File: src/hdl/beeb_pkg.sv
//==========================================================
// shared widths, limits and types for the beeb host glue
// referenced by scoped name from the RTL and the testbench
// the cpu address is one word decoded as a rom or ram view
//==========================================================

package beeb_pkg;

	// rom paging
	localparam int PAGE_W      = 4;
	localparam int OFFSET_W    = 14;
	localparam int ROM_SLOTS   = 16;
	localparam int LOAD_ADDR_W = 18;
	localparam int RAM_ADDR_W  = 18;

	// analog axes and routed outputs
	localparam int AXIS_W   = 8;
	localparam int JS_W     = 12;
	localparam int AXIS_MIN = -128;
	localparam int AXIS_MAX = 127;
	localparam int JOY_FIRE = 4;

	//==========================================================
	// mouse packet layout
	//==========================================================
	localparam int MOUSE_PKT_W  = 25;
	localparam int MOUSE_BTN_LO = 0;
	localparam int MOUSE_XSIGN  = 4;
	localparam int MOUSE_YSIGN  = 5;
	localparam int MOUSE_DX_LO  = 9;
	localparam int MOUSE_DY_LO  = 17;
	localparam int MOUSE_STB    = 24;

	// paged rom view: top bit, logical page, byte offset
	typedef struct packed {
		logic                ram_sel;
		logic [PAGE_W-1:0]   page;
		logic [OFFSET_W-1:0] offset;
	} rom_view_t;

	// flat ram view of the same word
	typedef struct packed {
		logic                  ram_sel;
		logic [RAM_ADDR_W-1:0] ram_addr;
	} ram_view_t;

	typedef union packed {
		rom_view_t rom;
		ram_view_t ram;
	} mem_addr_t;

endpackage

File: src/hdl/joystick_router.sv
//==========================================================
// routes mouse or joystick axes onto the two analog ports
// signed axes become inverted 12 bit values, fire active low
// swap exchanges port 1 and port 2
//==========================================================

module joystick_router (
	input  logic                        emu_active,
	input  logic [beeb_pkg::AXIS_W-1:0] mouse_x,
	input  logic [beeb_pkg::AXIS_W-1:0] mouse_y,
	input  logic                        mouse_fire,
	input  logic [15:0]                 joy1_buttons,
	input  logic [beeb_pkg::AXIS_W-1:0] joy1_x,
	input  logic [beeb_pkg::AXIS_W-1:0] joy1_y,
	input  logic [15:0]                 joy2_buttons,
	input  logic [beeb_pkg::AXIS_W-1:0] joy2_x,
	input  logic [beeb_pkg::AXIS_W-1:0] joy2_y,
	input  logic                        swap_joysticks,
	output logic [beeb_pkg::JS_W-1:0]   js1_x,
	output logic [beeb_pkg::JS_W-1:0]   js1_y,
	output logic                        js1_fire_n,
	output logic [beeb_pkg::JS_W-1:0]   js2_x,
	output logic [beeb_pkg::JS_W-1:0]   js2_y,
	output logic                        js2_fire_n
);

	localparam int AW = beeb_pkg::AXIS_W;
	localparam int XW = beeb_pkg::JS_W - beeb_pkg::AXIS_W;

	logic [beeb_pkg::JS_W-1:0] a_x;
	logic [beeb_pkg::JS_W-1:0] a_y;
	logic [beeb_pkg::JS_W-1:0] b_x;
	logic [beeb_pkg::JS_W-1:0] b_y;
	logic                      a_fire;
	logic                      b_fire;

	// signed to offset binary, flipped, top bits repeated below
	function automatic logic [beeb_pkg::JS_W-1:0] conv(input logic [AW-1:0] axis);
		logic [AW-1:0] v;
		v = {AW{1'b1}} - (axis ^ AW'(1 << (AW - 1)));
		return {v, v[AW-1 -: XW]};
	endfunction

	// source a, mouse while emulating else joystick 1
	assign a_x    = conv(emu_active ? mouse_x : joy1_x);
	assign a_y    = conv(emu_active ? mouse_y : joy1_y);
	assign a_fire = emu_active ? mouse_fire : joy1_buttons[beeb_pkg::JOY_FIRE];

	// source b, always joystick 2
	assign b_x    = conv(joy2_x);
	assign b_y    = conv(joy2_y);
	assign b_fire = joy2_buttons[beeb_pkg::JOY_FIRE];

	assign js1_x      = swap_joysticks ? b_x : a_x;
	assign js1_y      = swap_joysticks ? b_y : a_y;
	assign js1_fire_n = ~(swap_joysticks ? b_fire : a_fire);
	assign js2_x      = swap_joysticks ? a_x : b_x;
	assign js2_y      = swap_joysticks ? a_y : b_y;
	assign js2_fire_n = ~(swap_joysticks ? a_fire : b_fire);

endmodule

File: config.mk
export PLATFORM = sky130hd
export DESIGN_NAME = joystick_router
export DESIGN_NICKNAME = d
export VERILOG_FILES = /design/src/hdl/beeb_pkg.sv /design/src/hdl/joystick_router.sv
export SDC_FILE = /design/constraint.sdc
export NUM_CORES = 1
export LEC_CHECK = 0
export BUFFER_PORTS_ARGS = -buffer_cell sky130_fd_sc_hd__buf_2
export CORE_MARGIN = 1
export CORE_UTILIZATION = 28
export DETAILED_ROUTE_END_ITERATION = 8
export PLACE_DENSITY = 0.89
export REMOVE_ABC_BUFFERS = 1
export SLEW_MARGIN = 20
export SYNTH_ARGS = -nofsm -noshare
export SYNTH_HDL_FRONTEND = slang
export SYNTH_SLANG_ARGS = --single-unit
File: constraint.sdc
create_clock -name vclk -period 1.42
set_input_delay 0.284 -clock vclk [all_inputs]
set_output_delay 0.284 -clock vclk [all_outputs]
set_load 0.02 [all_outputs]
Word level (Yosys, flattened, before mapping)
Index checks and enable logic that the tools add are counted.
{ "op_classes": {"n_addsub": 4, "mul": 0, "div": 0, "order_cmp": 0, "eq_ne": 0, "shift": 0, "mux": 9, "n_bitwise": 6, "reduce_logical": 0} }
{ "op_table": {"columns": ["op", "n"], "rows": [
  ["$mux W12", 4],
  ["$sub A8 B8 Y8 const A", 4],
  ["$mux W8", 2],
  ["$not A1 Y1", 6],
  ["$mux W1", 3]
]} }
{ "totals": {"register_bits": 0, "latchBits": 0, "mem_bits_rw": 0, "mem_bits_ro": 0, "input_bits": 83, "out_inout_bits": 50, "wordCells": 19, "n_memories": 0} }

Depth between registers and ports, before layout
Gate-level depths: netlist of the first run.
{ "depth": {"depth_word": 4, "ltp_mapped": 5, "mapped_depth_nobuf": 2} }

Worst setup path after synthesis of the first run
Ideal clock, no wire load.
{ "synth_timing": {"kind": "input to output", "start": "input port emu_active", "end": "output port js2_y[10] (netlist bit)", "arrival_ps": 1490, "required_time_ps": 1136, "slack_ps": -354, "cell_stages": 5, "path_buffers": 3, "cell_sequence": "buf_6 buf_12 mux2_4 mux2i_1 buf_4"} }
{ "synth_between": {"elab_chain_len": 3} }
{ "synth_lines": {"columns": ["item", "line_no", "source"], "rows": [
  ["from (decl)", "joystick_router.sv:8", "input logic emu_active,"],
  ["$mux W8", "joystick_router.sv:46", "assign a_y = conv(emu_active ? mouse_y : joy1_y);"],
  ["$sub A8 B8 Y8", "joystick_router.sv:40", "v = {AW{1'b1}} - (axis ^ AW'(1 << (AW - 1)));"],
  ["$mux W12", "joystick_router.sv:58", "assign js2_y = swap_joysticks ? a_y : b_y;"],
  ["to (decl)", "joystick_router.sv:23", "output logic [beeb_pkg::JS_W-1:0] js2_y,"]
]} }
No other way between the ends.

Final worst setup path of the first run
{ "layout_timing": {"start": "input port emu_active", "end": "output port js2_x[0] (netlist bit)"} }
{ "layout_between": {"elab_chain_len": 3} }
{ "layout_lines": {"columns": ["item", "line_no", "source"], "rows": [
  ["$mux W8", "joystick_router.sv:45", "assign a_x = conv(emu_active ? mouse_x : joy1_x);"],
  ["$sub A8 B8 Y8", "joystick_router.sv:40", null],
  ["$mux W12", "joystick_router.sv:57", "assign js2_x = swap_joysticks ? a_x : b_x;"],
  ["to (decl)", "joystick_router.sv:22", "output logic [beeb_pkg::JS_W-1:0] js2_x,"]
]} }
No other way between the ends.

==> results of run 1 <==
-- placed cells by master (no fill, tap or decap) --
cell type / n
nor2_1: 2
buf_8: 1
mux2i_4: 1
buf_2: 66
buf_4: 35
buf_12: 4
mux2_2: 1
mux2_4: 14
buf_16: 1
buf_6: 2
inv_1: 2
mux2i_2: 5
a21oi_1: 2
mux2i_1: 28
-- power by group through the flow --
stage               Clock, W  Combinational (W)  Sequential (W)
floorplan                  0           0.000309               0
CTS                        0           0.000617               0
detailed placement         0           0.000568               0
global placement           0           0.000556               0
finish                     0           0.000677               0
global route               0           0.000719               0
-- synth_stat cells --
library cell	count
mux2i_1	34
buf_4	17
mux2_4	8
mux2_2	7
buf_2	3
a21oi_1	2
inv_1	2
nor2_1	2
buf_12	1
buf_6	1
-- per-layer routing --
metal / wire, microns / vias to the layer above / track usage (%)
met2: 1550 / 41 / 32.5
met1: 765 / 431 / 13.2
li1: - / 437 / -
met3: 201 / 0 / 1.44
met5: 0 / - / 0
met4: 0 / 0 / 0.439
-- path summary, 6_finish.rpt --
path,start,endpoint,slack (ps),depth (start not counted)
max,emu_active,js2_x[0],-100,5
min,joy2_y[2],js2_y[6],860,3
-- cell type report --
cell class                      count  area, sq um  area share, %
Multi-Input combinational cell     53          611           43.8
Timing Repair Buffer              109          738           53.0
Inverter                            2         7.51          0.539
Tap cell                           30         37.5           2.69
-- stage by stage --
step           hold slack [ps]  area, sq um  cells  TNS (ps)
4_1_cts                    855         1300    194     -1320
5_1_grt                    870         1390    194     -2780
6_report                   860         1390    194     -1630
3_3_place_gp               851         1190    193     -2950
3_5_place_dp               857         1190    193     -3710
2_1_floorplan              709          564     55     -2560
-- repair_timing --
item | 4_1_cts | 5_1_grt
gates cloned | 1 | 0
gates resized for setup | 25 | 33
pin swaps | 0 | 0
setup endpoints to repair | 42 | 42
-- cell families after synthesis --
group,share of synthesized area (%)
buffers and inverters,24.6
muxes,73.1
and+or+nand+nor,1.02
AOI/OAI and AO/OA,1.36
-- critical path, cell delays in order --
cell	delay, ps
buf_12	110
buf_12	130
mux2_4	310
mux2i_2	210
buf_4	190
==> impl_metrics.tcl, run 1 <==
set metrics [dict create \
    gp_congestion 0.684 \
    grt_setup_unrepaired "yes" \
    critPathCaptureType "output pin" \
    worst_ep_arrival_time_ps 1230 \
    p_clk_share_pct 0 \
    grt_max_degree 21 \
    grt_pass1_vias 757 \
    yosys-top-cells-area "mux2i_1, buf_4, mux2_4" \
    synth_area_sq_um 738 \
    synth_cell_types 10 \
    cts_hold_buf 0 \
    leakagePower_nw 0.824 \
    nFillCells 234 \
    ir_drop_mv 0.320 \
    synth_top_area_share_pct 46.1 \
    ant_nets 0 \
    min_period_ps 1520 \
    die_area_sq_um 2850 \
    via_per_inst 4.69 \
    nFlopsAndLatches 0 \
    nNetsFinal 249 \
    dieHeight_microns 53.3 \
    tightest_slew_ps 214 \
    grt_first_pass_wirelength_mm 3.02 \
    syn2layout_area_growth_pct 88.8 \
    violations "setup timing" \
    wl_mm 2.51 \
    ys_seq_area_share_pct 0 \
    final.setup.worst_slack_ps -97.7 \
    pwr-share-seq_pct 0 \
    pin_count 133 \
    drcViolationCount 0 \
    drv_slew 0 \
    hold_path.class "in2out" \
    portBuffers 103 \
    netlist_instances 77 \
    worstPathMaxFanout 5 \
    grtUsageTotal_pct 14.2 \
    synth.avg_cell_area_sq_um 9.59 \
    antenna_cells 0 \
    dpl_worst_slack_ps -162 \
    finalHoldViolCount 0 \
    final_util_pct 56.3 \
    outcome "finished, violations left" \
    crit_required_ps 1140 \
    drt_iter0_drc 4 \
    fmax_mhz 659 \
    switching_share_pct 50.8 \
    cap_viol_max_count 0 \
    rows 18 \
    yosysTopAreaCell "mux2i_1" \
    p_int_w 0.000333 \
    pwr-share-comb_pct 100.0 \
    antenna_found_initial 0 \
    num_vias 909 \
    routedWlPerCell_microns 13.0 \
    seq_area_sq_um 0 \
    initial_core_util_pct 29.8 \
    total_power_w 0.000677 \
    power_switching_w 0.000344 \
    drt-pass1-iter-count 2 \
    post_cts_buffers 0 \
    dieWidth_microns 53.3 \
    yosysWarnings 0 \
    critPathKind "in2out" \
    setup_viol 28 \
    post-route-period-util_pct 107 \
    max_slew_margin_pct 85.3 \
    core-area_sq_um 2480 \
    start_kind "input pin" \
    gr-total-overflow 0 \
    drive_gt1_share_pct 79.3 \
    power_density_nw_per_um2 486 \
    nClkBuffers 0 \
]
(Power assumes the default switching activity.)
==> inputs of run 2 (changes only) <==
--- a/config.mk
+++ b/config.mk
@@ -9,6 +9,7 @@
 export CORE_MARGIN = 1
 export CORE_UTILIZATION = 28
 export DETAILED_ROUTE_END_ITERATION = 8
+export GPL_TIMING_DRIVEN = 1
 export PLACE_DENSITY = 0.89
 export REMOVE_ABC_BUFFERS = 1
 export SLEW_MARGIN = 20
==> constraint.sdc (replaced) <==
create_clock -name vclk -period 1.42
set_input_delay 0 -clock vclk [all_inputs]
set_output_delay 0 -clock vclk [all_outputs]
set_load 0.02 [all_outputs]
==> impl_metrics.tcl, run 2 (synthesis gave the netlist of run 1 again) <==
set metrics [dict create \
    rows 18 \
    worst_ep_arrival_time_ps 1080 \
    post-route-period-util_pct 76.1 \
    pwr-share-comb_pct 100.0 \
    num_vias 864 \
    dieWidth_microns 53.3 \
    multi_input_area_sq_um 557 \
    drv_slew 0 \
    pwr-share-seq_pct 0 \
    gr-total-overflow 0 \
    power_density_nw_per_um2 474 \
    drive_gt1_share_pct 75.3 \
    switching_share_pct 56.8 \
    setup_tns_ps 0 \
    antenna_found_initial 0 \
    critPathKind "in2out" \
    gp_congestion 0.666 \
    initial_core_util_pct 29.8 \
    p_int_w 0.000238 \
    ant_nets 0 \
    grtUsageTotal_pct 10.9 \
    power_switching_w 0.000312 \
    dieHeight_microns 53.3 \
    antenna_cells 0 \
    nFlopsAndLatches 0 \
    seq_area_sq_um 0 \
    drt-pass1-iter-count 4 \
    portBuffers 103 \
    routedWlPerCell_microns 10.4 \
    instances_no_fill 192 \
    fmax_mhz 925 \
    grt_setup_unrepaired "no" \
    min_period_ps 1080 \
    start_kind "input pin" \
    crit_required_ps 1420 \
    holdWs_ps 287 \
    cap_viol_max_count 0 \
    whs_path_depth 3 \
    mostFrequentLayoutCell "buf_2" \
    nClkBuffers 0 \
    total_power_w 0.000550 \
    grt_pass1_vias 629 \
    dp_hpwl_mm 1.83 \
    grt_first_pass_wirelength_mm 2.39 \
    worstPathMaxFanout 6 \
    die_area_sq_um 2850 \
    final_util_pct 46.8 \
    finalHoldViolCount 0 \
    outcome "finished, final reports clean" \
    critPathCaptureType "output pin" \
    core-area_sq_um 2480 \
    ir_drop_mv 0.325 \
    max_slew_margin_pct 81.4 \
    cts_hold_buf 0 \
    mostFrequentLayoutCells "buf_2, mux2i_1, mux2_4, mux2_2, buf_4" \
    setup_viol 0 \
    tightest_slew_ps 279 \
    nFillCells 265 \
    pin_count 133 \
    nNetsFinal 247 \
    via_per_inst 4.50 \
    placed_cells 192 \
    drcViolationCount 0 \
    wl_mm 2.00 \
    syn2layout_area_growth_pct 57.1 \
    leakagePower_nw 0.739 \
    drt_iter0_drc 4 \
    grt_max_degree 21 \
    hold_path.class "in2out" \
    p_clk_share_pct 0 \
    post_cts_buffers 0 \
    cts_resized 0 \
]
## run 2: worst paths after layout
kind	from	end	slack, ps
setup / recovery	emu_active	js2_x[1]	340
hold / removal	joy2_y[0]	js2_y[4]	290
## run 2: worst max-delay path: stages
cell	delay, ps
buf_2	190
buf_4	180
mux2_2	340
mux2i_1	170
buf_2	190
## run 2: cell type report
cell class / count / share of cell area (%)
Multi-Input combinational cell: 53 / 48.0
Timing Repair Buffer: 107 / 48.1
Inverter: 2 / 0.647
Tap cell: 30 / 3.24
## run 2: stage by stage
stage / worst slack, ps / instance area (sq um)
5_1_grt: 231 / 1160
2_1_floorplan: 427 / 564
6_report: 339 / 1160
3_5_place_dp: 315 / 1160
3_3_place_gp: 320 / 1160
4_1_cts: 316 / 1160
## run 2: per-layer routing
metal	routed length, microns	GRT usage, %	part of all wire [%]	vias to the layer above
met5	0	0	0	-
met4	0	0	0	0
met3	206	2.01	10	0
met2	1130	25.0	56	41
met1	663	9.67	33	388
li1	-	-	-	435
## run 2: power groups by stage
stage / logic, W / registers (W) / clock network, W
after floorplan: 0.000309 / 0 / 0
after global placement: 0.000545 / 0 / 0
after detailed placement: 0.000554 / 0 / 0
after CTS: 0.000556 / 0 / 0
after global routing: 0.000592 / 0 / 0
final: 0.000550 / 0 / 0
