`src/hdl/beeb_pkg.sv`:
```
//==========================================================
// shared widths, limits and types for the beeb host glue
// referenced by scoped name from the RTL and the testbench
// the cpu address is one word decoded as a rom or ram view
//==========================================================

package beeb_pkg;

	// rom paging
	localparam int PAGE_W      = 4;
	localparam int OFFSET_W    = 14;
	localparam int ROM_SLOTS   = 16;
	localparam int LOAD_ADDR_W = 18;
	localparam int RAM_ADDR_W  = 18;

	// analog axes and routed outputs
	localparam int AXIS_W   = 8;
	localparam int JS_W     = 12;
	localparam int AXIS_MIN = -128;
	localparam int AXIS_MAX = 127;
	localparam int JOY_FIRE = 4;

	//==========================================================
	// mouse packet layout
	//==========================================================
	localparam int MOUSE_PKT_W  = 25;
	localparam int MOUSE_BTN_LO = 0;
	localparam int MOUSE_XSIGN  = 4;
	localparam int MOUSE_YSIGN  = 5;
	localparam int MOUSE_DX_LO  = 9;
	localparam int MOUSE_DY_LO  = 17;
	localparam int MOUSE_STB    = 24;

	// paged rom view: top bit, logical page, byte offset
	typedef struct packed {
		logic                ram_sel;
		logic [PAGE_W-1:0]   page;
		logic [OFFSET_W-1:0] offset;
	} rom_view_t;

	// flat ram view of the same word
	typedef struct packed {
		logic                  ram_sel;
		logic [RAM_ADDR_W-1:0] ram_addr;
	} ram_view_t;

	typedef union packed {
		rom_view_t rom;
		ram_view_t ram;
	} mem_addr_t;

endpackage

```
`src/hdl/mouse_joystick.sv`:
```
//==========================================================
// mouse driven analog joystick emulation
// each new packet adds a clamped delta to saturating axes
// any joystick 1 button, disable or machine reset cancels it
// axes move two cycles after the packet strobe toggles
//==========================================================

module mouse_joystick #(
	parameter int MOUSE_STEP_MAX = 10
) (
	input  logic                             clk_sys,
	input  logic                             rst_n,
	input  logic                             machine_reset,
	input  logic [beeb_pkg::MOUSE_PKT_W-1:0] mouse_packet,
	input  logic                             mouse_disable,
	input  logic [15:0]                      joy1_buttons,
	output logic                             emu_active,
	output logic [beeb_pkg::AXIS_W-1:0]      mouse_x,
	output logic [beeb_pkg::AXIS_W-1:0]      mouse_y,
	output logic                             mouse_fire
);

	logic [beeb_pkg::MOUSE_PKT_W-1:0]   pkt_q;
	logic                               stb_q;
	logic                               new_pkt;
	logic                               clear;
	logic signed [8:0]                  dx;
	logic signed [8:0]                  dy;
	logic signed [9:0]                  nx;
	logic signed [9:0]                  ny;
	logic signed [beeb_pkg::AXIS_W-1:0] ax_q;
	logic signed [beeb_pkg::AXIS_W-1:0] ay_q;

	// limit one packet's movement
	function automatic logic signed [8:0] clamp_step(input logic signed [8:0] d);
		if (d > MOUSE_STEP_MAX) begin
			return 9'(MOUSE_STEP_MAX);
		end else if (d < -MOUSE_STEP_MAX) begin
			return 9'(-MOUSE_STEP_MAX);
		end
		return d;
	endfunction

	// pin the running sum to the axis range
	function automatic logic signed [beeb_pkg::AXIS_W-1:0] sat_axis(
		input logic signed [9:0] v
	);
		if (v < beeb_pkg::AXIS_MIN) begin
			return beeb_pkg::AXIS_W'(beeb_pkg::AXIS_MIN);
		end else if (v > beeb_pkg::AXIS_MAX) begin
			return beeb_pkg::AXIS_W'(beeb_pkg::AXIS_MAX);
		end
		return v[beeb_pkg::AXIS_W-1:0];
	endfunction

	//==========================================================
	// packet capture and strobe edge
	//==========================================================
	always_ff @(posedge clk_sys) begin
		if (!rst_n) begin
			pkt_q <= '0;
			stb_q <= 1'b0;
		end else begin
			pkt_q <= mouse_packet;
			stb_q <= pkt_q[beeb_pkg::MOUSE_STB];
		end
	end

	assign new_pkt = pkt_q[beeb_pkg::MOUSE_STB] != stb_q;
	assign clear   = mouse_disable || (|joy1_buttons) || machine_reset;

	// sign bit doubled over seven magnitude bits
	assign dx = clamp_step({{2{pkt_q[beeb_pkg::MOUSE_XSIGN]}},
		pkt_q[beeb_pkg::MOUSE_DX_LO +: 7]});
	assign dy = clamp_step({{2{pkt_q[beeb_pkg::MOUSE_YSIGN]}},
		pkt_q[beeb_pkg::MOUSE_DY_LO +: 7]});

	// mouse y grows upward, joystick y downward
	assign nx = ax_q + dx;
	assign ny = ay_q - dy;

	//==========================================================
	// accumulated axes
	//==========================================================
	always_ff @(posedge clk_sys) begin
		if (!rst_n || clear) begin
			emu_active <= 1'b0;
			ax_q       <= '0;
			ay_q       <= '0;
		end else if (new_pkt) begin
			emu_active <= 1'b1;
			ax_q       <= sat_axis(nx);
			ay_q       <= sat_axis(ny);
		end
	end

	assign mouse_x    = ax_q;
	assign mouse_y    = ay_q;
	// either mouse button fires
	assign mouse_fire = |pkt_q[beeb_pkg::MOUSE_BTN_LO +: 2];

endmodule

```
`config.mk`:
```
export PLATFORM = sky130hd
export DESIGN_NAME = mouse_joystick
export DESIGN_NICKNAME = d
export VERILOG_FILES = /design/src/hdl/beeb_pkg.sv /design/src/hdl/mouse_joystick.sv
export SDC_FILE = /design/constraint.sdc
export NUM_CORES = 1
export LEC_CHECK = 0
export BUFFER_PORTS_ARGS = -buffer_cell sky130_fd_sc_hd__buf_4
export CORE_MARGIN = 2
export CORE_UTILIZATION = 50
export CTS_CLUSTER_SIZE = 10
export DETAILED_ROUTE_END_ITERATION = 16
export PLACE_DENSITY = 0.75
export SYNTH_ARGS = -nofsm -noshare
export SYNTH_HDL_FRONTEND = slang
export SYNTH_SLANG_ARGS = --single-unit
```
`constraint.sdc`:
```
create_clock -name clk_sys -period 4 [get_ports clk_sys]
set_input_delay 0.8 -clock clk_sys [delete_from_list [all_inputs] [get_ports clk_sys]]
set_output_delay 0.8 -clock clk_sys [all_outputs]
set_load 0.03 [all_outputs]
```
After elaboration in Yosys (flattened, before gate mapping)
Cells that the tools add are included.
- reductions and logical operators: 6
- mux-type cells: 24
- $add $sub $neg: 2
- equal/unequal tests: 1
- magnitude comparators: 8
- operators by type and width (kind ; count):
    $mux W9 ; 6
    $mux W8 ; 6
    $gt A10 B8 Y1 const B ; 2
    $lt A10 B8 Y1 const B ; 2
    $gt A8 B5 Y1 const B ; 2
    $lt A8 B5 Y1 const B ; 2
    $reduce_or A16 Y1 ; 1
    $mux W1 ; 12
    $add A8 B9 Y10 ; 1
    $sub A8 B9 Y10 ; 1
    $logic_or A1 B1 Y1 ; 3
    $reduce_or A2 Y1 ; 1
    $logic_not A1 Y1 ; 1
    $ne A1 B1 Y1 ; 1
- output and inout port bits: 18
- register bits: 43

Longest topological paths before layout
Gate-level depths: netlist (run 1).
- depth in word-level cells: 11
- mapped depth: 14

Worst setup path before layout (run 1)
OpenSTA, ideal clock, no wires.
- path type: reg2reg
- from: register pkt_q[5] in the netlist's numbering
- to: register ay_q (netlist bit mouse_y[0])
- cell stages (with the launch flop): 12
- data required time: 3.865 ns
- arrival: 2.636 ns
- period minus slack after synthesis: 2.771 ns
- slack: 1.229 ns
- cells stage by stage: dfxtp_1 clkbuf_1 nor4_1 a22oi_1 or2_2 fa_1 nor2b_4 o31a_1 nor2_1 a41o_1 o31ai_4 o32ai_1
- cells in the longest elaborated chain, start to end: 11
- elaborated cells on any way between the ends: 15
- those cells by class: 1 x add/sub; 4 x order compare; 10 x mux
- ends and longest elaborated chain (item ; RTL line ; text):
    start: declaration ; mouse_joystick.sv:23 ; logic [beeb_pkg::MOUSE_PKT_W-1:0] pkt_q;
    start signal: assignment ; mouse_joystick.sv:64 ; pkt_q <= mouse_packet;
    $lt A8 B5 Y1 ; mouse_joystick.sv:38 ; end else if (d < -MOUSE_STEP_MAX) begin
    $mux W1 ; mouse_joystick.sv:38 ;
    $mux W1 ; mouse_joystick.sv:36 ; if (d > MOUSE_STEP_MAX) begin
    $mux W9 * ; mouse_joystick.sv:41 ; return d;
    $sub A8 B9 Y10 * ; mouse_joystick.sv:80 ; assign ny = ay_q - dy;
    $gt A10 B8 Y1 ; mouse_joystick.sv:50 ; end else if (v > beeb_pkg::AXIS_MAX) begin
    $mux W1 ; mouse_joystick.sv:50 ;
    $mux W1 ; mouse_joystick.sv:48 ; if (v < beeb_pkg::AXIS_MIN) begin
    $mux W1 ; mouse_joystick.sv:90 ; end else if (new_pkt) begin
    $mux W1 ; mouse_joystick.sv:86 ; if (!rst_n || clear) begin
    $mux W8 * ; mouse_joystick.sv:53 ; return v[beeb_pkg::AXIS_W-1:0];
    end signal: assignment ; mouse_joystick.sv:93 ; ay_q <= sat_axis(ny);
    end: declaration ; mouse_joystick.sv:32 ; logic signed [beeb_pkg::AXIS_W-1:0] ay_q;
Every way passes the cells marked *; elsewhere a longest branch is shown, timed or not. The select of a mux whose other input is x is not followed.
A chain may end at the register's enable or synchronous reset.

Worst setup path in the final report (run 1)
Ends and elaborated chain as after synthesis.

==> results.ini, run 1 <==
[pwr]
seq_power_share_pct = 45.7
power.density_nw_per_um2 = 305
p_switching_uw = 205
power_leakage_uw = 0.00127
power_frac_clock_pct = 39.9
internal_power_uw = 647
power.total_uw = 852
comb_power_share_pct = 14.3
switching_share_pct = 24.1
ir_worst_vdd_v = 0.000171

[yosys]
synth_top_family_by_area = compound AO/OA/AOI/OAI gates
synth_edf_count = 0
synth_area_um2 = 2210
synthMuxAreaShare_pct = 0
synth_simple_gate_area_share_pct = 24.0
synth_xor_area_share_pct = 3.57
ys_seq_elements = 37
synth.most_common_cell = dfxtp_1
avgSynthCellArea_um2 = 8.56
synth-compound-area-share_pct = 24.2
synth.yosys.seq_area_share_pct = 33.5
synth_common_cells = dfxtp_1 (37), a21oi_1 (23), and2_1 (21)
synth_top_area_share_pct = 33.5
synth_async_sr_flop_share_pct = 0
synth_cells = 258
yosysUniqueCellTypes = 45
synth.area.top_cells = dfxtp_1 (34%), ha_1 (9.1%), and2_1 (5.9%)
yosys_warnings = 0
syn-num-nets = 321
yosysTopAreaCell = dfxtp_1
synth_flop_cell = dfxtp_1
synthAdderAreaFrac_pct = 10.9

[floorplan]
die_width_um = 70.5
io_pins = 63
dieArea_um2 = 4960
start_util_pct = 51.4
core_area_um2 = 4290
rows = 24
die_y_um = 70.5

[global_route]
grt_pass1_vias = 1956
grt_pass1_wl_mm = 8.57
overflow = 0
grt_max_degree = 22
antenna_found_initial = 0
grt_usage_pct = 21.2

[worst_setup_path]
cp_max_fo = 10
path_class = reg2reg
startpoint_type = flip-flop
critPathArrivalTime_ns = 3.29
required_ns = 4.15
reg2reg_slack_ns = 0.86
r2r-end = mouse_y[0]
r2r-start = pkt_q[5]
slowest_stage = fa_1
path_cells = nor4_1, a22oi_1, or2_2, fa_1, nor2b_4, o31a_1, nor2_1, a41o_1, o31ai_4, o32ai_1
end_kind = flip-flop
worstRegToRegCells = 10
timing.critical_path.slowest_cell_delay_ns = 0.48

[placed_design]
dp_hpwl_mm = 3.74
dpl-instance-area_um2 = 2670
port_buffers = 56
gp_congestion = 0.876

[cts]
insertion_delay_ns = 0.29
post-cts-setup-buffer-count = 0
clk_pin_slew_ns = 0.08
clock-sinks = 37
post_cts_resized = 0
clockRootBuffer = clkbuf_8
cts_tree = yes
cts_buffers = 5
holdBufCountCts = 0
htree_levels = 2
cts.path.max_buffers = 2

[min_path]
worstHoldEndpoint = emu_active
hold_depth = 1
hold_path_class = reg2reg
worstHoldStart = emu_active

[detailed_routing]
totalWireLength_mm = 4.82
drc = 0
dr.pass1.iters = 4
drtIter0Drc = 121
viasPerCell = 5.47
drtAntennaViolNets = 0
wl_per_cell_um = 13.2
vias = 1998

[timing]
finClkSkew_ns = 0.00350
fmax_ghz = 0.319
setup_viol = 0
layout_min_cycle_time_ns = 3.14
min_period_over_period_pct = 78.4
tns_ns = 0
rsz0062_at_grt = false
hold_slack_ns = 0.510
hold_violations = 0
finalMaxSlewViolations = 0
tightest_slew_ns = 1.01
slew_headroom_pct = 32.4

[layout]
drive_gt1_share_pct = 24.6
syn_to_final_growth_pct = 26.2
design_area_um2 = 2790
diodes = 0
nets = 375

[status]
status = completed

[job]
maxCapViolations = 0

==> area by class of cell <==
cell class | instances | area, um^2
fill | 389 | 1510
multi-input combinational | 199 | 1390
sequential | 37 | 741
timing repair buffer | 58 | 435
clock buffer | 6 | 82.6
tap | 52 | 65.1
inverter | 11 | 41.3
clock inverter | 2 | 37.5
==> state kept, by name (all words and copies together), names as in the netlist <==
signal and flops:
emu_active 1, pkt_q 19, stb_q 1, mouse_x 8, mouse_y 8
==> critical path, delay by kind of cell, from the launching register on <==
kind | cells | cell delay (ns)
AND/OR/NAND/NOR | 4 | 0.94
AO/OA/AOI/OAI | 5 | 1.16
flip-flops | 1 | 0.42
adder cells (fa/ha/maj) | 1 | 0.48
==> power groups by stage <==
stage               registers, uW  logic [uW]  clock network (uW)
detailed placement            398         122                   0
global route                  391         138                 361
global placement              397         118                   0
CTS                           389         123                 348
floorplan                     393        79.9                   0
finish                        389         122                 340
==> cells in the final DEF, fill, tap and decap left out, types with 2 or more instances in the layout <==
cell type,synthesis,layout
ha_1,16,16
o211a_1,3,3
o21ai_1,2,2
a22oi_1,2,2
o32ai_1,5,5
fa_1,2,2
nand2b_1,7,7
nand2_1,16,16
buf_4,0,58
clkbuf_8,0,6
o211ai_1,5,5
nand3_1,5,5
and2_1,21,21
o21a_1,6,6
a211o_1,2,2
nor2b_1,4,4
inv_1,11,11
nor2_1,17,17
xor2_1,5,5
nand4_1,2,2
xnor2_1,4,4
a211oi_1,2,2
a21o_1,3,3
nor4_1,5,5
nor3_1,3,3
dfxtp_1,37,37
nor3b_1,2,2
or2_2,3,3
o21ai_0,18,18
a21oi_1,23,23
==> per-layer routing <==
layer	share of wire [%]	vias up	wire, um	track usage (%)
met2	49	58	2350	35.5
met3	5.7	5	274	5.77
met4	1.0	0	48	7.05
met5	0	-	0	0
met1	45	907	2150	26.1
li1	-	1028	-	-
==> through the flow <==
step	cells	util, %	setup slack (ns)
after floorplan	258	-	1.23
after global placement	357	62.1	1.02
after detailed placement	357	62.1	0.888
after CTS	365	64.9	0.877
after global routing	365	64.9	0.748
final	365	64.9	0.865
==> logic make-up after synthesis <==
| group | after synthesis |
|---|---|
| fa+ha+maj | 18 |
| buf+inv | 22 |
| compound gates | 79 |
| simple gates | 93 |
| xor+xnor | 9 |
| flops | 37 |
==> how the worst max path moves through the flow <==
| stage | cells past startpoint | slack [ns] | end | from |
|---|---|---|---|---|
| after floorplan | 11 | 1.23 | mouse_y[0] | pkt_q[5] |
| after global placement | 10 | 1.02 | mouse_y[0] | pkt_q[5] |
| after detailed placement | 10 | 0.89 | mouse_y[0] | pkt_q[5] |
| after CTS | 10 | 0.88 | mouse_y[0] | pkt_q[5] |
| after global routing | 13 | 0.75 | mouse_x[0] | pkt_q[4] |
| final | 10 | 0.86 | mouse_y[0] | pkt_q[5] |
(Power assumes the default switching activity.)
==> run 2: changes to the inputs <==
- CORE_UTILIZATION: 50 -> 47
- PLACE_DENSITY: 0.75 -> 0.74
- clock period: 4 -> 2.6 ns (I/O delays scaled with it)
==> run 2 against run 1 <==
The flow now finishes with violations (setup timing). Largest cell class unchanged. Clock skew grew 0.0032 ns. Count of clock-buffer cells in the layout is the same. Total power grew 59%. Die area grew 6.0%. Core utilization grew 5.6 points. Critical path depth grew 1. First-iteration DRC count shrank 17%. Largest power group unchanged. Sequential power grew 54%. Critical path type unchanged.
==> results.ini, run 2 (synthesized netlist as in run 1, its figures left out) <==
[status]
status = complete, but fails checks
violations = setup timing

[placed_design]
dp.cells = 372  ; +4.2%
dp_hpwl_mm = 3.75  ; +0.21%
post-place-ws_ns = -0.159  ; -1.05 ns
dpl-instance-area_um2 = 2790  ; +4.5%
gp_congestion = 0.814  ; -7.1%
port_buffers = 56  ; unchanged

[worst_setup_path]
critPathArrivalTime_ns = 2.84  ; -0.45 ns
required_ns = 2.80  ; -1.35 ns
path_class = reg2reg
end_kind = flip-flop
timing.critical_path.slowest_cell_delay_ns = 0.34  ; -0.14 ns
cp_max_fo = 6  ; -4
worstSetupStartpoint = pkt_q[23]
r2r-start = pkt_q[23]
path_cells = nor4_4, a22oi_1, nor2b_1, ha_2, fa_2, nor2b_4, o31a_1, o21a_1, o211a_1, o21a_4, o32ai_2
startpoint_type = flip-flop
slowest_stage = dfxtp_2

[global_route]
grt_max_degree = 23  ; +4.5%
overflow = 0  ; unchanged
groute.layer.met3.usage_pct = 4.44  ; -1.3 points
top_usage_layer = met2
grt_pass1_wl_mm = 8.67  ; +1.1%
antenna_found_initial = 0  ; unchanged
grt_use_met2_pct = 35.2  ; -0.38 points
grt_usage_pct = 20.7  ; -0.49 points
grt_pass1_vias = 2031  ; +3.8%
use_met1_pct = 25.4  ; -0.69 points

[timing]
fmax_ghz = 0.378  ; +19%
finalMaxSlewViolations = 0  ; unchanged
rsz0062_at_grt = true
setup_slack_ns = -0.0451  ; -0.910 ns
tightest_slew_ns = 0.427  ; -0.584 ns
hold_slack_ns = 0.436  ; -0.0736 ns
finClkSkew_ns = 0.00665  ; +0.00316 ns
min_period_over_period_pct = 102  ; +23 points
setup_viol = 3  ; +3
slew_headroom_pct = 71.4  ; +39 points
layout_min_cycle_time_ns = 2.65  ; -0.490 ns
hold_violations = 0  ; unchanged

[layout]
seq_area_um2 = 748  ; +1.0%
n_fill_cell = 354  ; -9.0%
drive_gt1_share_pct = 40.2  ; +16 points
final_cells = 388  ; +6.3%
multiInputGateArea_um2 = 1540  ; +11%
design_area_um2 = 3130  ; +12%
mostFrequentLayoutCells = buf_4 (78), dfxtp_1 (31), and2_1 (21)
layout_commonest_cell = buf_4
nets = 398  ; +6.1%
fin_util_pct = 70.5  ; +5.6 points
syn_to_final_growth_pct = 41.9
largest_reg_flops = 19  ; unchanged
diodes = 0  ; unchanged
regMostFlops = pkt_q

[min_path]
hold_path_class = in2reg
worstHoldStart = mouse_packet[20]

[floorplan]
core_area_um2 = 4440  ; +3.5%
die_y_um = 72.5  ; +3.0%
die_width_um = 72.5  ; +3.0%
dieArea_um2 = 5260  ; +6.0%
io_pins = 63  ; unchanged
rows = 24  ; unchanged
start_util_pct = 49.7  ; -1.7 points

[cts]
htree_levels = 2  ; unchanged
cts_tree = yes
cts_buffers = 5  ; unchanged
clockRootBuffer = clkbuf_8
insertion_delay_ns = 0.29  ; about the same
clk_pin_slew_ns = 0.07  ; about the same
clock-sinks = 37  ; unchanged
cts.path.max_buffers = 2  ; unchanged

[detailed_routing]
vias = 2141  ; +7.2%
totalWireLength_mm = 5.19  ; +7.7%
drc = 0  ; unchanged
drtIter0Drc = 100  ; -17%
drtAntennaViolNets = 0  ; unchanged
dr.pass1.iters = 4  ; unchanged
viasPerCell = 5.52  ; +0.81%
wl_per_cell_um = 13.4  ; +1.3%

[pwr]
power.density_nw_per_um2 = 432  ; +41%
power_leakage_uw = 0.00142  ; +12%
ir_worst_vdd_v = 0.000324  ; +89%

[job]
maxCapViolations = 0  ; unchanged

run 2: cell types whose count changed in the layout (fill, tap and decap cells not counted), sizes merged:
cell,previous run,this run
buf,58,81
run 2: worst paths after layout:
check | end | slack [ns] | depth (start not counted)
hold reg to reg | emu_active | 0.51 | 1
setup / recovery | mouse_y[1] | -0.05 | 11
hold / removal | pkt_q[20] | 0.44 | 2
setup reg to reg | mouse_y[1] | -0.05 | 11
run 2: layer usage:
metal	vias to the layer above	part of all wire [%]
met5	-	0
met4	0	1.9
met3	9	5.7
met2	75	49
met1	978	43
li1	1079	-
run 2: area by class of cell:
cell class	count	area share, %
timing repair buffer	81	19.8
clock inverter	2	1.20
sequential	37	23.9
multi-input combinational	199	49.1
clock buffer	6	2.63
inverter	11	1.32
tap	52	2.08
run 2: critical path, delay by kind of cell (launching register included):
family | cells | cell delay [ns]
adders and majority gates | 2 | 0.43
DFF | 1 | 0.34
AOI/OAI and AO/OA | 6 | 1.31
and+or+nand+nor | 3 | 0.48
run 2: repair_timing:
action                     in CTS  in global routing
setup endpoints to repair      14                 15
resized for setup              17                 23
pin swaps                       8                 14
hold buffers                    0                  0
buffers inserted                2                  6
run 2: power breakdown:
group | internal [uW] | total (uW) | switching [uW]
registers | 584 | 599 | 15.1
clock network | 312 | 520 | 209
logic | 127 | 235 | 108
total | 1020 | 1350 | 332
run 2: stage by stage:
step	setup TNS [ns]	power (uW)
floorplan	0	730
global placement	-0.748	811
detailed placement	-1.58	817
CTS	-0.133	1350
global route	-1.83	1420
finish	-0.124	1350
==> run 3: changes to the inputs <==
==> constraint.sdc (replaced) <==
create_clock -name clk_sys -period 2.6 [get_ports clk_sys]
set_input_delay 0.65 -clock clk_sys [delete_from_list [all_inputs] [get_ports clk_sys]]
set_output_delay 0.65 -clock clk_sys [all_outputs]
set_load 0.03 [all_outputs]
==> run 3 against run 2 <==
The run still ends with setup timing left. Sequential power about the same. Final cell count increased by 0.26%. Clock power decreased by 26%. Register-to-register slack about the same. Count of clock-buffer cells in the layout unchanged. Critical path depth unchanged. First-iteration DRC count increased by 18%. Critical path type unchanged. Largest cell class unchanged. Highest routed layer unchanged.
==> results.ini, run 3 (synthesized netlist as in run 1, its figures left out) <==
[worst_setup_path]
end_kind = flip-flop
path_class = reg2reg
slowest_stage = dfxtp_2
cp_max_fo = 6  ; unchanged
startpoint_type = flip-flop
path_cells = nor4_4, a22oi_2, nor2b_1, ha_2, fa_2, nor2b_4, o31a_1, o21a_1, o211a_1, o21a_4, o32ai_2
critPathArrivalTime_ns = 2.83  ; about the same
timing.critical_path.slowest_cell_delay_ns = 0.34  ; about the same
required_ns = 2.79  ; about the same

[timing]
slew_headroom_pct = 70.7  ; -0.60 points
rsz0062_at_grt = true
fmax_ghz = 0.379  ; +0.31%
tightest_slew_ns = 0.436  ; +0.00900 ns
setup_viol = 7  ; +4
hold_slack_ns = 0.505  ; +0.0695 ns
min_period_over_period_pct = 101  ; -0.31 points
layout_min_cycle_time_ns = 2.64  ; -0.00815 ns
hold_violations = 0  ; unchanged
finalMaxSlewViolations = 0  ; unchanged
setup_slack_ns = -0.0370  ; +0.00815 ns
finClkSkew_ns = 0.0115  ; +0.00484 ns

[detailed_routing]
dr.pass1.iters = 4  ; unchanged
wl_per_cell_um = 13.3  ; -0.53%
drc = 0  ; unchanged
vias = 2150  ; +0.42%
totalWireLength_mm = 5.18  ; -0.27%
drtAntennaViolNets = 0  ; unchanged
viasPerCell = 5.53  ; +0.16%
drtIter0Drc = 118  ; +18%

[global_route]
grt_pass1_vias = 2025  ; -0.30%
antenna_found_initial = 0  ; unchanged
overflow = 0  ; unchanged
grt_max_degree = 23  ; unchanged
grt_pass1_wl_mm = 8.63  ; -0.47%
grt_usage_pct = 20.5  ; -0.20 points

[pwr]
power_leakage_uw = 0.00142  ; -0.24%
power.density_nw_per_um2 = 394  ; -8.9%
ir_worst_vdd_v = 0.000260  ; -20%

[cts]
clockRootBuffer = clkbuf_8
clk_pin_slew_ns = 0.08  ; about the same
insertion_delay_ns = 0.28  ; about the same
cts_buffers = 5  ; unchanged
cts.path.max_buffers = 2  ; unchanged
htree_levels = 2  ; unchanged
clock-sinks = 37  ; unchanged
cts_tree = yes

[placed_design]
port_buffers = 56  ; unchanged
post-place-ws_ns = -0.135  ; +0.0239 ns
gp_congestion = 0.820  ; +0.69%
dp_hpwl_mm = 3.74  ; about the same
dp.cells = 372  ; unchanged

[floorplan]
die_width_um = 72.5  ; unchanged
die_y_um = 72.5  ; unchanged
dieArea_um2 = 5260  ; unchanged
rows = 24  ; unchanged
io_pins = 63  ; unchanged
core_area_um2 = 4440  ; unchanged
start_util_pct = 49.7  ; unchanged

[layout]
largest_reg_flops = 19  ; unchanged
syn_to_final_growth_pct = 41.5
nets = 399  ; +0.25%
drive_gt1_share_pct = 40.9  ; +0.77 points
layout_commonest_cell = buf_4
mostFrequentLayoutCells = buf_4 (79), dfxtp_1 (30), and2_1 (21)
diodes = 0  ; unchanged
regMostFlops = pkt_q
final_cells = 389  ; +0.26%
n_fill_cell = 341  ; -3.7%

[status]
status = complete, but fails checks
violations = setup timing

[min_path]
hold_path_class = reg2reg

[job]
maxCapViolations = 0  ; unchanged

[run 3: metal layers]
layer / wire length [um] / global-route usage, % / up-vias
met4: 64 / 7.20 / 0
met3: 311 / 3.33 / 6
li1: - / - / 1083
met1: 2230 / 25.5 / 991
met2: 2580 / 35.7 / 70
met5: 0 / 0 / -
[run 3: layout make-up]
cell class                      instances  area, um^2  share of cell area [%]
Sequential cell                        37         749                    24.0
Tap cell                               52        65.1                    2.08
Timing Repair Buffer                   82         627                    20.1
Clock buffer                            6        72.6                    2.32
Multi-Input combinational cell        199        1560                    49.9
Clock inverter                          2        10.0                   0.320
Inverter                               11        41.3                    1.32
[run 3: repair_timing]
| action | CTS | global route |
|---|---|---|
| pin swaps | 14 | 14 |
| endpoints found under the setup margin | 14 | 14 |
| gates resized for setup | 20 | 23 |
| hold buffers | 0 | 0 |
| setup buffers | 7 | 2 |
| endpoints found under the hold margin | 0 | 0 |
[run 3: worst max-delay path, delay by kind of cell (launching register included)]
| family | cells | cell delay (ns) |
|---|---|---|
| adders and majority gates | 2 | 0.45 |
| DFF | 1 | 0.34 |
| and+or+nand+nor | 3 | 0.49 |
| AOI/OAI and AO/OA | 6 | 1.26 |
[run 3: power by group]
group	switching (uW)	internal (uW)
clock network	198	186
logic	111	136
registers	15.6	584
[run 3: final timing paths]
kind                            slack (ns)  startpoint          to  depth (start not counted)
worst max register to register       -0.04   pkt_q[23]  mouse_y[0]                         11
worst max-delay path                 -0.04   pkt_q[23]  mouse_y[0]                         11
worst min-delay path                  0.51  emu_active  emu_active                          1
worst min register to register        0.51  emu_active  emu_active                          1
[run 3: per-stage QoR]
| stage | instance area (um^2) | power (uW) | setup TNS, ns | utilization [%] |
|---|---|---|---|---|
| floorplan | 2220 | 730 | 0 | - |
| global placement | 2790 | 811 | -0.872 | 62.8 |
| detailed placement | 2790 | 816 | -1.28 | 62.8 |
| CTS | 3020 | 1220 | -0.163 | 68.0 |
| global route | 3130 | 1300 | -1.23 | 70.3 |
| finish | 3130 | 1230 | -0.154 | 70.3 |
